==> src/design/igr_settings.svh <==
// Ingress stage settings: port count, field widths, length limit, queue and credit sizes
`ifndef IGR_SETTINGS_SVH
`define IGR_SETTINGS_SVH

// ====================
// Port and line side
// ====================
// Receive ports into the ingress stage
`define IGR_NUM_PORTS   4
// Bits needed to number a port
`define IGR_PORT_W      2
// Line word width, class sits in the top two bits of the sop word
`define IGR_DATA_W      32

// ====================
// Tag side
// ====================
// Length field in a tag, wide enough for IGR_MAX_LEN
`define IGR_LEN_W       6
// Longest legal frame in words
`define IGR_MAX_LEN     32
// Tags held per port before frames are dropped
`define IGR_TAG_QUEUE   4
// Credits granted by the downstream after reset
`define IGR_TAG_CREDITS 4
// Per-port drop counter width, saturating
`define IGR_DROP_W      8

`endif
==> src/design/igr_pkg.sv <==
// Ingress stage types: frame class, receiver state and the tag descriptor

`include "igr_settings.svh"

package igr_pkg;

  // ====================
  // Frame class
  // ====================
  // Taken from the top two bits of the sop word
  typedef enum logic [1:0] {
    UCAST = 2'b00,
    MCAST = 2'b01,
    BCAST = 2'b10,
    CTRL  = 2'b11
  } frame_class_e;

  // ====================
  // Receiver state
  // ====================
  // IDLE between frames, BODY while counting, OVERSIZE past the limit
  typedef enum logic [1:0] {
    IDLE     = 2'b00,
    BODY     = 2'b01,
    OVERSIZE = 2'b10
  } port_state_e;

  // ====================
  // Tag descriptor
  // ====================
  // One finished frame, as seen on the tag output
  typedef struct packed {
    logic [`IGR_PORT_W-1:0] port;
    frame_class_e           cls;
    logic [`IGR_LEN_W-1:0]  len;
    logic                   err;  // Frame was longer than IGR_MAX_LEN
  } tag_t;

endpackage

==> src/design/igr_tag_if.sv <==
// Per-port tag request/grant link between a port's tag queue and the arbiter
`timescale 1ns/1ps

`include "igr_settings.svh"

interface igr_tag_if;

  // Queue non-empty, fields below show the head entry
  logic                     req;
  // One-cycle pulse, pops the head in the same cycle
  logic                     grant;
  // Head entry fields
  igr_pkg::frame_class_e    cls;
  logic [`IGR_LEN_W-1:0]    len;
  logic                     err;

  // Tag queue side
  modport queue (
    output req,
    output cls,
    output len,
    output err,
    input  grant
  );

  // Arbiter side
  modport arb (
    input  req,
    input  cls,
    input  len,
    input  err,
    output grant
  );

endinterface

==> src/design/igr_port_rx.sv <==
// Ingress port receiver: frame tracking, classification, length count, tag queue and drops
`timescale 1ns/1ps

`include "igr_settings.svh"

module igr_port_rx (
  input  logic                         ingress_clock,
  input  logic                         arst_n,
  // Line-side word stream, no back-pressure
  input  logic                         rx_valid,
  input  logic                         rx_sop,
  input  logic                         rx_eop,
  input  logic [`IGR_DATA_W-1:0]       rx_data,
  // Head of tag queue towards the arbiter
  igr_tag_if.queue                     tag_q,
  // Tags lost to a full queue, saturating
  output logic [`IGR_DROP_W-1:0]       drop_count
);

  localparam int QW = (`IGR_TAG_QUEUE > 1) ? $clog2(`IGR_TAG_QUEUE) : 1;
  localparam int FW = $clog2(`IGR_TAG_QUEUE + 1);
  localparam logic [`IGR_LEN_W-1:0] MAX_LEN  = `IGR_LEN_W'(`IGR_MAX_LEN);
  localparam logic [QW-1:0]         LAST_IDX = QW'(`IGR_TAG_QUEUE - 1);
  localparam logic [FW-1:0]         DEPTH    = FW'(`IGR_TAG_QUEUE);

  // Frame tracker
  igr_pkg::port_state_e   state_q, state_d;
  igr_pkg::frame_class_e  cls_q, cls_d;
  logic [`IGR_LEN_W-1:0]  cnt_q, cnt_d;
  logic                   err_d;
  logic                   accept;

  // Tag queue
  igr_pkg::frame_class_e  q_cls [`IGR_TAG_QUEUE];
  logic [`IGR_LEN_W-1:0]  q_len [`IGR_TAG_QUEUE];
  logic                   q_err [`IGR_TAG_QUEUE];
  logic [QW-1:0]          wr_ptr;
  logic [QW-1:0]          rd_ptr;
  logic [FW-1:0]          fill;
  logic                   full;
  logic                   push;
  logic                   pop;
  logic                   drop;

  // ====================
  // Frame tracking
  // ====================
  // Word belongs to a frame: either a sop, or inside one
  // Stray words outside a frame are ignored
  assign accept = rx_valid && (rx_sop || (state_q != igr_pkg::IDLE));

  always_comb begin
    state_d = state_q;
    cls_d   = cls_q;
    cnt_d   = cnt_q;
    err_d   = 1'b0;
    if (accept) begin
      if (rx_sop) begin
        // New frame, a sop mid-frame restarts it
        cls_d   = igr_pkg::frame_class_e'(rx_data[`IGR_DATA_W-1 -: 2]);
        cnt_d   = `IGR_LEN_W'(1);
        state_d = igr_pkg::BODY;
      end else if ((state_q == igr_pkg::OVERSIZE) || (cnt_q == MAX_LEN)) begin
        // Past the limit, length saturates and err sticks
        cnt_d   = MAX_LEN;
        err_d   = 1'b1;
        state_d = igr_pkg::OVERSIZE;
      end else begin
        cnt_d   = cnt_q + 1'b1;
        state_d = igr_pkg::BODY;
      end
      // Frame closes on eop whatever it was
      if (rx_eop) begin
        state_d = igr_pkg::IDLE;
      end
    end
  end

  always_ff @(posedge ingress_clock or negedge arst_n) begin
    if (!arst_n) begin
      state_q <= igr_pkg::IDLE;
      cls_q   <= igr_pkg::UCAST;
      cnt_q   <= '0;
    end else begin
      state_q <= state_d;
      cls_q   <= cls_d;
      cnt_q   <= cnt_d;
    end
  end

  // ====================
  // Tag queue
  // ====================
  assign full = (fill == DEPTH);
  assign push = accept && rx_eop && !full;
  assign drop = accept && rx_eop && full;
  // Arbiter only grants a requesting queue
  assign pop  = tag_q.grant;

  // Entry storage, written on the eop edge
  always_ff @(posedge ingress_clock) begin
    if (push) begin
      q_cls[wr_ptr] <= cls_d;
      q_len[wr_ptr] <= cnt_d;
      q_err[wr_ptr] <= err_d;
    end
  end

  // Circular pointers and fill level
  always_ff @(posedge ingress_clock or negedge arst_n) begin
    if (!arst_n) begin
      wr_ptr <= '0;
      rd_ptr <= '0;
      fill   <= '0;
    end else begin
      if (push) begin
        wr_ptr <= (wr_ptr == LAST_IDX) ? '0 : wr_ptr + 1'b1;
      end
      if (pop) begin
        rd_ptr <= (rd_ptr == LAST_IDX) ? '0 : rd_ptr + 1'b1;
      end
      case ({push, pop})
        2'b10:   fill <= fill + 1'b1;
        2'b01:   fill <= fill - 1'b1;
        default: fill <= fill;
      endcase
    end
  end

  // Head entry towards the arbiter, req from the cycle after the push
  assign tag_q.req = (fill != '0);
  assign tag_q.cls = q_cls[rd_ptr];
  assign tag_q.len = q_len[rd_ptr];
  assign tag_q.err = q_err[rd_ptr];

  // ====================
  // Drop counter
  // ====================
  // Holds at all ones
  always_ff @(posedge ingress_clock or negedge arst_n) begin
    if (!arst_n) begin
      drop_count <= '0;
    end else if (drop && (drop_count != '1)) begin
      drop_count <= drop_count + 1'b1;
    end
  end

endmodule

==> src/flat_wrapper.sv <==
// flat-port wrapper written by rule: the top's interface ports become plain ports
module igr_port_rx_flat 
  (ingress_clock, arst_n, rx_valid, rx_sop, rx_eop, rx_data, drop_count, tag_q_req, tag_q_cls, tag_q_len, tag_q_err, tag_q_grant);
  igr_tag_if tag_q_i ();
  input  logic ingress_clock;
  input  logic arst_n;
  input  logic rx_valid;
  input  logic rx_sop;
  input  logic rx_eop;
  input  logic [`IGR_DATA_W-1:0] rx_data;
  output logic [`IGR_DROP_W-1:0] drop_count;
  output wire logic [$bits(tag_q_i.req)-1:0] tag_q_req;
  output wire logic [$bits(tag_q_i.cls)-1:0] tag_q_cls;
  output wire logic [$bits(tag_q_i.len)-1:0] tag_q_len;
  output wire logic [$bits(tag_q_i.err)-1:0] tag_q_err;
  input wire logic [$bits(tag_q_i.grant)-1:0] tag_q_grant;
  assign tag_q_req = tag_q_i.req;
  assign tag_q_cls = tag_q_i.cls;
  assign tag_q_len = tag_q_i.len;
  assign tag_q_err = tag_q_i.err;
  assign tag_q_i.grant = tag_q_grant;
  igr_port_rx u_core (.ingress_clock(ingress_clock), .arst_n(arst_n), .rx_valid(rx_valid), .rx_sop(rx_sop), .rx_eop(rx_eop), .rx_data(rx_data), .tag_q(tag_q_i), .drop_count(drop_count));
endmodule
==> config.mk <==
export PLATFORM = sky130hd
export DESIGN_NAME = igr_port_rx_flat
export DESIGN_NICKNAME = d
export VERILOG_FILES = /design/src/design/igr_pkg.sv /design/src/design/igr_tag_if.sv /design/src/design/igr_port_rx.sv /design/src/flat_wrapper.sv
export VERILOG_INCLUDE_DIRS = /design/src /design/src/design
export SDC_FILE = /design/constraint.sdc
export NUM_CORES = 1
export LEC_CHECK = 0
export ABC_CLOCK_PERIOD_IN_PS = 3300
export BUFFER_PORTS_ARGS = -buffer_cell sky130_fd_sc_hd__buf_2
export CAP_MARGIN = 20
export CORE_MARGIN = 2
export CORE_UTILIZATION = 25
export DETAILED_ROUTE_END_ITERATION = 12
export GPL_ROUTABILITY_DRIVEN = 0
export GPL_TIMING_DRIVEN = 0
export HOLD_SLACK_MARGIN = 0.02
export SLEW_MARGIN = 25
export SYNTH_ARGS = -nofsm -noshare
export SYNTH_HDL_FRONTEND = slang
export SYNTH_SLANG_ARGS = --single-unit
==> constraint.sdc <==
create_clock -name ingress_clock -period 3.3 [get_ports ingress_clock]
set_clock_uncertainty 0.15 [all_clocks]
set_input_delay 0.33 -clock ingress_clock [delete_from_list [all_inputs] [get_ports ingress_clock]]
set_output_delay 0.33 -clock ingress_clock [all_outputs]
set_load 0.01 [all_outputs]
# [Word level (Yosys, flattened, before mapping)]
# Memories as Yosys holds them, arrays and structs flattened.
# Index checks and enable logic that the tools add are counted.
[totals] reg_bits=25 ramBits=36 input_bits=38 out_inout_bits=18 wordCells=51 n_memories=3
[classes] add_sub_neg=6 eq_ne=8 muxes=16 n_reduce_logical=11
[memory_table] name="u_core.q_len" words=4 word_bits=6 read_ports=1 rd_clocked_by_memory_dff=0 wr=1 line_no="igr_port_rx.sv:35" rtl="logic [`IGR_LEN_W-1:0] q_len [`IGR_TAG_QUEUE];"
[memory_table] name="u_core.q_cls" words=4 word_bits=2 read_ports=1 rd_clocked_by_memory_dff=0 wr=1 line_no="igr_port_rx.sv:34" rtl="igr_pkg::frame_class_e q_cls [`IGR_TAG_QUEUE];"
[memory_table] name="u_core.q_err" words=4 word_bits=1 read_ports=1 rd_clocked_by_memory_dff=0 wr=1 line_no="igr_port_rx.sv:36" rtl="logic q_err [`IGR_TAG_QUEUE];"
[op_table] cell="two-way mux 6 bit" n=3
[op_table] cell="two-way mux 2 bit" n=7
[op_table] cell="adder 8 x 1 -> 8 bit, second input constant" n=1
[op_table] cell="== test 2 bit, second input constant" n=4
[op_table] cell="!= test 8 bit, second input constant" n=1
[op_table] cell="adder 6 x 1 -> 6 bit, second input constant" n=1
[op_table] cell="== test 6 bit, second input constant" n=1
[op_table] cell="case mux 3 bit (2 select lines)" n=1
[op_table] cell="logical AND 1 bit" n=5
[op_table] cell="two-way mux 1 bit" n=5
[op_table] cell="adder 2 x 1 -> 2 bit, second input constant" n=2
[op_table] cell="nonzero test 2 bit" n=2
[op_table] cell="adder 3 x 1 -> 3 bit, second input constant" n=1
[op_table] cell="== test 3 bit, second input constant" n=1
[op_table] cell="nonzero test 3 bit" n=1
[op_table] cell="subtractor 3 x 1 -> 3 bit, second input constant" n=1
[op_table] cell="== test 2 x 1 -> 1 bit, second input constant" n=1
[op_table] cell="logical OR 1 bit" n=2
[op_table] cell="logical NOT 1 bit" n=1

# [Longest topological paths before layout]
# Gate-level depths: netlist of run 1.
[logic_depth] ltp_word=7 ltp_mapped=10 ltp_nobuf=9

# [Worst setup path after synthesis of run 1]
# Ideal clock, no wire load.
[synth_timing] path_kind="register -> register" from="register u_core.state_q[1]" to="register u_core.fill[2]" setup_ns=0.079 arrival_ns=2.182 required_ns=3.071 path_slack_ns=0.888 stages_incl_launch_ff=11 path_buffers=1 period_less_slack_ns=2.412 cell_sequence="dfrtp_1 > o311ai_1 > nor2b_1 > clkbuf_1 > inv_1 > ha_1 > inv_1 > fa_1 > xor2_1 > nor2_1 > xor2_1"
[synth_between] elab_chain_len=7 elab_cells_between_ends=9 cone_classes="eq/ne: 2; mux: 1; reduce/logical: 6"
[synth_rtl] element="start, declared" line_no="igr_port_rx.sv:27" rtl="igr_pkg::port_state_e state_q, state_d;"
[synth_rtl] element="start signal, assigned" line_no="igr_port_rx.sv:81" rtl="state_q <= igr_pkg::IDLE;"
[synth_rtl] element="start signal, assigned" line_no="igr_port_rx.sv:85" rtl="state_q <= state_d;"
[synth_rtl] element="nonzero test 2 bit *" line_no="igr_port_rx.sv:50" rtl="assign accept = rx_valid && (rx_sop || (state_q != igr_pkg::IDLE));"
[synth_rtl] element="logical OR 1 bit *" line_no="igr_port_rx.sv:50"
[synth_rtl] element="logical AND 1 bit *" line_no="igr_port_rx.sv:50"
[synth_rtl] element="logical AND 1 bit * (2 in series)" line_no="igr_port_rx.sv:95" rtl="assign push = accept && rx_eop && !full;"
[synth_rtl] element="== test 2 x 1 -> 1 bit or == test 2 bit (tied branches)" line_no="igr_port_rx.sv:122" rtl="case ({push, pop})"
[synth_rtl] element="case mux 3 bit (2 select lines) or nonzero test 2 bit (tied branches)"
[synth_rtl] element="end signal, assigned" line_no="igr_port_rx.sv:123" rtl="2'b10: fill <= fill + 1'b1;"
[synth_rtl] element="end signal, assigned" line_no="igr_port_rx.sv:124" rtl="2'b01: fill <= fill - 1'b1;"
[synth_rtl] element="end signal, assigned" line_no="igr_port_rx.sv:125" rtl="default: fill <= fill;"
[synth_rtl] element="end, declared" line_no="igr_port_rx.sv:39" rtl="logic [FW-1:0] fill;"
# Mark *: on every way between the ends. The rest lies on a longest branch, timed or not.
# A chain may end at the register's enable or synchronous reset.

# [Worst setup path in the final report of run 1]
# Same ends and word-level chain as after synthesis.

==> impl_metrics.env, run 1 <==
export IMPL_syn_nets=218
export IMPL_grt_pass1_wl_mm=7.49
export IMPL_min_period_ns=2.69
export IMPL_first_iter_violations=65
export IMPL_synth_seq_area_share=0.654
export IMPL_tns_ns=0
export IMPL_slew_viol_final=0
export IMPL_grt_pass1_vias=1525
export IMPL_drive_above_1_share=0.278
export IMPL_cts_root_buffer="clkbuf_8"
export IMPL_cpLargestDelayFamily="compound AO/OA/AOI/OAI gates"
export IMPL_critPathSlowestCell="o311ai_1"
export IMPL_grt_usage=0.0878
export IMPL_ys_types=34
export IMPL_rsz0062_at_grt="false"
export IMPL_initial_core_util=0.255
export IMPL_clkLatencyLatePin_ns=0.34
export IMPL_post_route_period_util=0.814
export IMPL_relSlewSlack=0.549
export IMPL_rows=37
export IMPL_layout_setup_ws_ns=0.614
export IMPL_grt_start_max_net_pins=26
export IMPL_routed_wl_mm=4.63
export IMPL_finalSetupViolCount=0
export IMPL_numCtsBuffers=9
export IMPL_ys_warn_count=0
export IMPL_antenna_found_initial=0
export IMPL_startpoint_type="flip-flop"
export IMPL_place_ws_ns=0.563
export IMPL_path_depth=10
export IMPL_peakVddDrop_uv=347
export IMPL_num_io_pins=56
export IMPL_slowest_delay_ns=0.62
export IMPL_path_cells="o311ai_1, nor2b_1, clkbuf_1, inv_1, ha_1, inv_1, fa_1, xor2_1, nor2_1, xor2_1"
export IMPL_hold_viol_final=0
export IMPL_worstRegToRegCells=10
export IMPL_final_cell_mix="36 x edfxtp_1, 26 x buf_2, 25 x dfrtp_1"
export IMPL_end_kind="flip-flop"
export IMPL_fillers=1038
export IMPL_avgViaCountPerCell=4.17
export IMPL_multi_input_area_sq_um=845
export IMPL_dr_pass1_iters=4
export IMPL_crit_path_max_fanout=9
export IMPL_syn_area_per_cell_sq_um=15.3
export IMPL_core_sq_um=10200
export IMPL_hp_class="input port to flip-flop"
export IMPL_hpwl_mm=3.13
export IMPL_register_area_sq_um=1710
export IMPL_overflow=0
export IMPL_ys_ff_latch=61
export IMPL_finalNetCount=255
export IMPL_drt_wirelength_per_cell_um=13.3
export IMPL_vias=1452
export IMPL_port_buffers=25
export IMPL_netlist_instances=170
export IMPL_synth_area_sq_um=2610
export IMPL_cts_tree="built"
export IMPL_postRouteAntennaNets=0
export IMPL_p_total_w=0.00238
export IMPL_p_per_area_nw_per_um2=764
export IMPL_dp_cells=331
export IMPL_max_freq_mhz=372
export IMPL_die_w_um=106
export IMPL_drc=0
export IMPL_run_status="completed"
export IMPL_htree_levels=3
export IMPL_cp_data_required_time_ns=3.41
export IMPL_die_h_um=106
export IMPL_holdPathStages=2
export IMPL_clk_pin_slew_ns=0.08
export IMPL_path_buf_inv=3
export IMPL_die_area_sq_um=11300
export IMPL_worstSetupPathType="flip-flop to flip-flop"
export IMPL_cts_sinks=61
export IMPL_cellLeakagePower_nw=1.26
export IMPL_max_cap_violations=0
export IMPL_syn2layout_area_growth_pct=19.3
export IMPL_arrival_ns=2.80
export IMPL_clockBufferDepth=2
export IMPL_final_common_cell="edfxtp_1"
export IMPL_tightest_slew_ns=0.665
export IMPL_antenna_cells=0
export IMPL_stdcell_count=348
[cells in the mapped netlist]
library cell | number | area share
a211oi_1 | 1 | 0.0029
a211oi_4 | 1 | 0.0077
a21boi_0 | 1 | 0.0029
a21oi_1 | 2 | 0.0038
a31oi_1 | 1 | 0.0024
and2_1 | 4 | 0.0096
and3_1 | 5 | 0.012
and4_1 | 1 | 0.0034
buf_2 | 1 | 0.0019
clkbuf_1 | 2 | 0.0029
dfrtp_1 | 25 | 0.24
edfxtp_1 | 36 | 0.41
fa_1 | 1 | 0.0077
ha_1 | 9 | 0.043
inv_1 | 12 | 0.017
mux2_2 | 5 | 0.022
mux2i_1 | 1 | 0.0038
mux4_2 | 9 | 0.078
nand2_1 | 9 | 0.013
nand4_1 | 4 | 0.0096
nor2_1 | 10 | 0.014
nor2b_1 | 3 | 0.0072
o2111ai_1 | 1 | 0.0034
o21a_1 | 1 | 0.0029
o21ai_0 | 3 | 0.0058
o221ai_1 | 1 | 0.0034
o22ai_1 | 3 | 0.0072
o311ai_1 | 1 | 0.0034
o31a_1 | 1 | 0.0034
or2_2 | 1 | 0.0024
or3_1 | 2 | 0.0048
or3b_4 | 1 | 0.0043
xnor2_1 | 5 | 0.017
xor2_1 | 7 | 0.024
[cell type report]
cell class,instances,area share
plain buffers,3,0.00402
flip-flops and latches,61,0.548
inverters,12,0.0145
clock buffers,9,0.0398
well taps,136,0.0547
clock inverters,7,0.0241
multi-input cells,94,0.271
repair buffers,26,0.0434
[worst reg2reg max path, delay by kind of cell, from the launching register on]
| kind | cells | cell delay (ns) |
|---|---|---|
| adder cells (fa/ha/maj) | 2 | 0.55 |
| flip-flops | 1 | 0.42 |
| XOR/XNOR | 2 | 0.33 |
| buffers and inverters | 3 | 0.34 |
| AND/OR/NAND/NOR | 2 | 0.21 |
| AO/OA/AOI/OAI | 1 | 0.62 |
[power by group]
part	total (W)	switching, W	internal (W)
logic	0.000646	0.000343	0.000303
clock network	0.000659	0.000307	0.000352
registers	0.00107	0.000102	0.000971
total	0.00238	0.000752	0.00163
[through the flow]
step                       util  instance area (sq um)  hold WS, ns
final                     0.304                   3110       0.0644
after global placement    0.284                   2900        0.221
after floorplan               -                   2610       -0.116
after detailed placement  0.284                   2900        0.227
after CTS                 0.304                   3110       0.0431
after global routing      0.304                   3110       0.0615
[final timing paths]
path / to / slack (ns) / startpoint
min in group asynchronous: u_core.drop_count[1] / 0.38 / arst_n
hold / removal: u_core.state_q[0] / 0.06 / rx_eop
hold reg to reg: u_core.fill[2] / 0.33 / u_core.fill[2]
max in group asynchronous: u_core.wr_ptr[0] / 2.22 / arst_n
setup / recovery: u_core.fill[2] / 0.61 / u_core.state_q[1]
setup reg to reg: u_core.fill[2] / 0.61 / u_core.state_q[1]
[state kept, by name, summed over array words and instances (netlist names)]
register and cells:
u_core.cls_q 2, u_core.cnt_q 6, u_core.drop_count 8, u_core.fill 3, u_core.q_cls 8, u_core.q_err 4, u_core.q_len 24, u_core.rd_ptr 2
u_core.state_q 2, u_core.wr_ptr 2
[routing by layer]
| metal | GRT usage | share of wire | vias to the layer above |
|---|---|---|---|
| met1 | 0.108 | 0.48 | 709 |
| li1 | - | - | 702 |
| met5 | 0 | 0 | - |
| met3 | 0.0362 | 0.054 | 7 |
| met4 | 0.0310 | 0.0095 | 0 |
| met2 | 0.138 | 0.46 | 34 |
[logic make-up after synthesis]
group                    after synthesis  synth area share
multiplexers                          15             0.103
XOR/XNOR                              12            0.0403
flip-flops                            61             0.654
buffers and inverters                 15            0.0221
AND/OR/NAND/NOR                       40            0.0806
adder cells (fa/ha/maj)               10            0.0508
AO/OA/AOI/OAI                         17            0.0489
[what timing repair did]
action,CTS,global route
hold buffers,1,0
hold endpoints to repair,25,0
buffers inserted,0,0
gates resized for setup,0,0
No activity file was read; power rests on OpenSTA's default activity.
==> run 2: changes to the inputs <==
- ABC_CLOCK_PERIOD_IN_PS: 3300 -> 2400
- clock period: 3.3 -> 2.4 ns (I/O delays scaled with it)
==> run 2 against run 1 <==
Against the previous run: sequential share of layout area shrank 1.2 points; via count grew 2.1%; setup slack lost 0.54 ns; die area is the same; non-clock buffer count grew 2; routed wire length grew 2.1%; clock-buffer cell count grew 1; register-to-register slack lost 0.54 ns; largest cell class unchanged.
==> impl_metrics.env, run 2 (same netlist as run 1, synthesis figures left out) <==
export IMPL_run_status="completed"
export IMPL_grt_pass1_vias=1512
export IMPL_drc=0
export IMPL_grt_usage=0.0902
export IMPL_largest_reg_flops=24
export IMPL_stdcell_count=350
export IMPL_critPathSlowestCell="dfrtp_1"
export IMPL_dp_cells=331
export IMPL_cellLeakagePower_nw=1.29
export IMPL_end_kind="flip-flop"
export IMPL_numCtsBuffers=9
export IMPL_vias=1483
export IMPL_rsz0062_at_grt="true"
export IMPL_final_cell_mix="36 x edfxtp_1, 26 x buf_2, 25 x dfrtp_1"
export IMPL_routed_wl_mm=4.73
export IMPL_initial_core_util=0.255
export IMPL_tightest_slew_ns=0.591
export IMPL_core_sq_um=10200
export IMPL_place_ws_ns=-0.135
export IMPL_drive_above_1_share=0.299
export IMPL_slew_viol_final=0
export IMPL_relSlewSlack=0.606
export IMPL_clk_pin_slew_ns=0.07
export IMPL_clkLatencyLatePin_ns=0.33
export IMPL_rows=37
export IMPL_hp_class="input port to flip-flop"
export IMPL_multi_input_area_sq_um=877
export IMPL_overflow=0
export IMPL_layout_setup_ws_ns=0.0769
export IMPL_crit_path_max_fanout=9
export IMPL_cts_sinks=61
export IMPL_cts_root_buffer="clkbuf_8"
export IMPL_r2r_start="u_core.fill[0]"
export IMPL_finalSetupViolCount=0
export IMPL_grt_start_max_net_pins=26
export IMPL_tns_ns=0
export IMPL_slowest_delay_ns=0.41
export IMPL_arrival_ns=2.42
export IMPL_p_per_area_nw_per_um2=1070
export IMPL_startpoint_type="flip-flop"
export IMPL_die_w_um=106
export IMPL_drt_wirelength_per_cell_um=13.5
export IMPL_hold_viol_final=0
export IMPL_worstSetupPathType="flip-flop to flip-flop"
export IMPL_path_cells="or3b_4, nor2b_4, inv_1, ha_2, inv_1, fa_1, xor2_1, nor2_1, xor2_1"
export IMPL_grt_pass1_wl_mm=7.78
export IMPL_port_buffers=25
export IMPL_antenna_found_initial=0
export IMPL_antenna_cells=0
export IMPL_cts_tree="built"
export IMPL_dr_pass1_iters=4
export IMPL_syn2layout_area_growth_pct=22.0
export IMPL_register_area_sq_um=1710
export IMPL_min_period_ns=2.32
export IMPL_die_h_um=106
export IMPL_largestRegisters="u_core.q_len x24, u_core.drop_count x8, u_core.q_cls x8"
export IMPL_crit_path_start="u_core.fill[0]"
export IMPL_cp_data_required_time_ns=2.50
export IMPL_final_common_cell="edfxtp_1"
export IMPL_die_area_sq_um=11300
export IMPL_peakVddDrop_uv=413
export IMPL_post_route_period_util=0.968
export IMPL_max_freq_mhz=430
export IMPL_clockBufferDepth=2
export IMPL_htree_levels=3
export IMPL_num_io_pins=56
export IMPL_hp_start="tag_q_grant"
export IMPL_avgViaCountPerCell=4.24
export IMPL_hpwl_mm=3.02
export IMPL_max_cap_violations=0
export IMPL_first_iter_violations=63
export IMPL_finalNetCount=257
export IMPL_regMostFlops="u_core.q_len"
export IMPL_fillers=1013
export IMPL_postRouteAntennaNets=0
==> run 2: changes by cell type in the layout (fill, tap and decap cells not counted), sizes merged <==
cell         delta
clkinv          -1
dlygate4sd3     +1
buf             +2
bufinv          +1
inv             -1
==> run 2: worst paths after layout <==
kind	slack, ns	cells after the start	to
setup / recovery	0.08	9	u_core.fill[2]
hold / removal	0.06	2	u_core.rd_ptr[1]
setup reg to reg	0.08	9	u_core.fill[2]
hold reg to reg	0.34	1	u_core.fill[2]
max in group asynchronous	1.40	2	u_core.cnt_q[1]
min in group asynchronous	0.30	2	u_core.drop_count[1]
==> run 2: power breakdown <==
group | internal, W | switching (W)
combinational | 0.000448 | 0.000483
clock | 0.000585 | 0.000407
sequential | 0.00134 | 0.000136
total | 0.00237 | 0.00103
==> run 2: what timing repair did <==
action                                 4_1_cts  5_1_grt
setup buffers                                0        2
endpoints found under the hold margin       27        0
pin swaps                                    0        2
setup endpoints to repair                    1        5
resized for setup                            3        2
gates cloned                                 0        0
hold buffers                                 2        0
==> run 2: layout make-up <==
cell class                 instances  share of cell area
clock buffer                      10              0.0401
clock inverter                     6              0.0275
sequential                        61               0.536
buffer                             2             0.00275
multi-input combinational         94               0.276
inverter                          12              0.0142
tap                              136              0.0535
timing repair buffer              29              0.0503
==> run 2: worst max-delay path, delay by kind of cell (launching register included) <==
kind | cells | cell delay [ns]
AND/OR/NAND/NOR | 3 | 0.67
XOR/XNOR | 2 | 0.34
flip-flops | 1 | 0.41
buffers and inverters | 2 | 0.13
adder cells (fa/ha/maj) | 2 | 0.56
==> run 2: through the flow <==
| stage | hold slack (ns) | total power, W | util | area [sq um] |
|---|---|---|---|---|
| final | 0.0605 | 0.00339 | 0.311 | 3180 |
| after global routing | 0.0550 | 0.00360 | 0.311 | 3180 |
| after CTS | 0.0445 | 0.00342 | 0.309 | 3160 |
| after detailed placement | 0.136 | 0.00241 | 0.285 | 2910 |
| after global placement | 0.130 | 0.00237 | 0.285 | 2910 |
| after floorplan | -0.206 | 0.00210 | - | 2620 |
==> run 2: metal layers <==
| metal | GRT usage | wire (um) | vias to the layer above |
|---|---|---|---|
| li1 | - | - | 705 |
| met1 | 0.122 | 2350 | 733 |
| met2 | 0.131 | 2060 | 34 |
| met3 | 0.0307 | 243 | 11 |
| met4 | 0.0395 | 71 | 0 |
| met5 | 0 | 0 | - |
==> run 3: changes to the inputs <==
- ABC_AREA: not set -> 1
==> run 3 against run 2 <==
Against the previous run: sequential power shrank 6%; via count grew 32%; combinational power shrank 8.6%; die area grew 7.6%; largest power group unchanged; clock-buffer cell count shrank 1; synthesized cell count grew 62%; routed wire length grew 21%; sequential share of layout area shrank 3.0 points; sequential cell count is the same; critical endpoint is now u_core.q_len[2][2]; clock power is essentially flat.
==> impl_metrics.env, run 3 <==
export IMPL_postCtsSetupBuffers=0
export IMPL_max_cap_violations=0
export IMPL_cts_sinks=61
export IMPL_hp_class="input port to flip-flop"
export IMPL_cellLeakagePower_nw=1.44
export IMPL_regMostFlops="u_core.q_len"
export IMPL_final_common_cell="nand2_1"
export IMPL_finalSetupViolCount=0
export IMPL_largest_reg_flops=24
export IMPL_cp_data_required_time_ns=2.20
export IMPL_stdcell_count=458
export IMPL_largestRegisters="u_core.q_len x24, u_core.drop_count x8, u_core.q_cls x8"
export IMPL_dpl_cell_area_sq_um=3110
export IMPL_numCtsBuffers=9
export IMPL_startpoint_type="input port"
export IMPL_die_area_sq_um=12100
export IMPL_dp_cells=440
export IMPL_crit_path_start="rx_valid"
export IMPL_crit_path_max_fanout=9
export IMPL_htree_levels=3
export IMPL_synth_seq_area_share=0.606
export IMPL_arrival_ns=2.00
export IMPL_grt_start_max_net_pins=26
export IMPL_seqPwrFrac=0.425
export IMPL_p_comb_frac=0.262
export IMPL_power_share_clock=0.313
export IMPL_max_freq_mhz=456
export IMPL_drc=0
export IMPL_synthArstFlopShare=0.410
export IMPL_sw_frac_of_total=0.334
export IMPL_synth_flop_cell="edfxtp_1"
export IMPL_slew_viol_final=0
export IMPL_grt_pass1_wl_mm=9.76
export IMPL_peakVddDrop_uv=397
export IMPL_num_io_pins=56
export IMPL_clkLatencyLatePin_ns=0.33
export IMPL_hp_start="rx_data[31]"
export IMPL_overflow=0
export IMPL_yosysTopAreaCell="edfxtp_1"
export IMPL_first_iter_violations=80
export IMPL_cts_root_buffer="clkbuf_8"
export IMPL_p_int_w=0.00216
export IMPL_critical_path_reg2reg_endpoint="u_core.fill[2]"
export IMPL_end_kind="flip-flop"
export IMPL_synth_commonest_cells="57 x nand2_1, 36 x edfxtp_1, 36 x nor2_1"
export IMPL_drt_wirelength_per_cell_um=12.5
export IMPL_finalNetCount=361
export IMPL_syn_nets=323
export IMPL_run_status="completed"
export IMPL_synth_area_sq_um=2810
export IMPL_r2r_start="u_core.state_q[1]"
export IMPL_worstRegToRegCells=12
export IMPL_postRouteAntennaNets=0
export IMPL_stdcell_area_sq_um=3370
export IMPL_grt_usage=0.106
export IMPL_port_buffers=25
export IMPL_synth_edff_count=36
export IMPL_ys_top_cells_by_area="edfxtp_1 38%, dfrtp_1 22%, nand2_1 7.6%"
export IMPL_drive_above_1_share=0.189
export IMPL_yosysMostFrequentCell="nand2_1"
export IMPL_grt_pass1_vias=2023
export IMPL_antenna_cells=0
export IMPL_timing_hold_ws_ns=0.0814
export IMPL_ys_ff_latch=61
export IMPL_rrSetupSlack_ns=0.22
export IMPL_post_route_period_util=0.915
export IMPL_cts_tree="built"
export IMPL_die_w_um=110
export IMPL_p_per_area_nw_per_um2=962
export IMPL_initial_core_util=0.258
export IMPL_clk_pin_slew_ns=0.08
export IMPL_rows=38
export IMPL_tightest_slew_ns=0.822
export IMPL_syn2layout_area_growth_pct=19.9
export IMPL_antenna_found_initial=0
export IMPL_final_cell_mix="56 x nand2_1, 36 x edfxtp_1, 33 x nor2_1"
export IMPL_hold_viol_final=0
export IMPL_hpwl_mm=3.90
export IMPL_core_sq_um=10900
export IMPL_die_h_um=110
export IMPL_vias=1958
export IMPL_dr_pass1_iters=4
export IMPL_ys_types=28
export IMPL_ys_warn_count=0
export IMPL_avgViaCountPerCell=4.28
export IMPL_hold_end="u_core.cls_q[1]"
export IMPL_min_period_ns=2.19
export IMPL_switching_power_w=0.00108
export IMPL_worstSetupPathType="input port to flip-flop"
export IMPL_syn_area_per_cell_sq_um=10.2
export IMPL_relSlewSlack=0.450
export IMPL_netlist_instances=275
export IMPL_synth_top_area_frac=0.384
export IMPL_holdPathStages=2
export IMPL_clockBufferDepth=2
export IMPL_routed_wl_mm=5.74
[run 3: routing by layer]
| metal | global-route usage | routed length (um) | share of wire |
|---|---|---|---|
| met3 | 0.0353 | 295 | 0.051 |
| met5 | 0 | 0 | 0 |
| met4 | 0.0357 | 42 | 0.0073 |
| met2 | 0.170 | 2660 | 0.46 |
| met1 | 0.135 | 2740 | 0.48 |
[run 3: final cells by class]
cell class,instances,area [sq um]
multi-input cells,182,995
fillers,1121,7510
well taps,140,175
plain buffers,2,10.0
repair buffers,28,155
clock inverters,7,98.8
flip-flops and latches,61,1710
clock buffers,9,124
inverters,29,109
[run 3: repair_timing]
item                                   4_1_cts  5_1_grt
setup endpoints to repair                    0       20
resized for setup                            0        4
endpoints found under the hold margin       27        0
hold buffers                                 3        0
[run 3: power by group through the flow]
| stage | combinational (W) | sequential, W | clock, W |
|---|---|---|---|
| after floorplan | 0.000567 | 0.00137 | 0 |
| after global placement | 0.000837 | 0.00139 | 0 |
| after detailed placement | 0.000865 | 0.00140 | 0 |
| after CTS | 0.000873 | 0.00138 | 0.00104 |
| after global routing | 0.000990 | 0.00140 | 0.00109 |
| final | 0.000851 | 0.00138 | 0.00101 |
[run 3: cell families after synthesis]
group / after synthesis / share of synthesized area
buf+inv: 32 / 0.0436
compound gates: 37 / 0.0707
simple gates: 127 / 0.205
mux: 2 / 0.00800
xor+xnor: 6 / 0.0187
fa+ha+maj: 10 / 0.0471
flops: 61 / 0.606
[run 3: worst max-delay path by stage]
stage | endpoint | depth (start not counted)
floorplan | u_core.fill[2] | 12
global placement | u_core.q_cls[3][1] | 6
detailed placement | u_core.q_cls[3][1] | 6
CTS | u_core.q_len[3][3] | 6
global route | u_core.fill[2] | 12
finish | u_core.q_len[2][2] | 6
[run 3: worst max-delay path: stages]
cell and delay (ns):
dlygate4sd3_1 0.53, buf_2 0.16, nand2_2 0.09, inv_2 0.16, nand3_4 0.15, nor2_1 0.66
[run 3: per-stage QoR]
step / power [W] / utilization / setup slack (ns) / TNS (ns)
after floorplan: 0.00194 / - / 0.372 / 0
after global placement: 0.00223 / 0.286 / 0.177 / 0
after detailed placement: 0.00226 / 0.286 / 0.149 / 0
after CTS: 0.00329 / 0.309 / 0.0572 / 0
after global routing: 0.00348 / 0.310 / -0.000222 / -0.000222
final: 0.00324 / 0.310 / 0.205 / 0
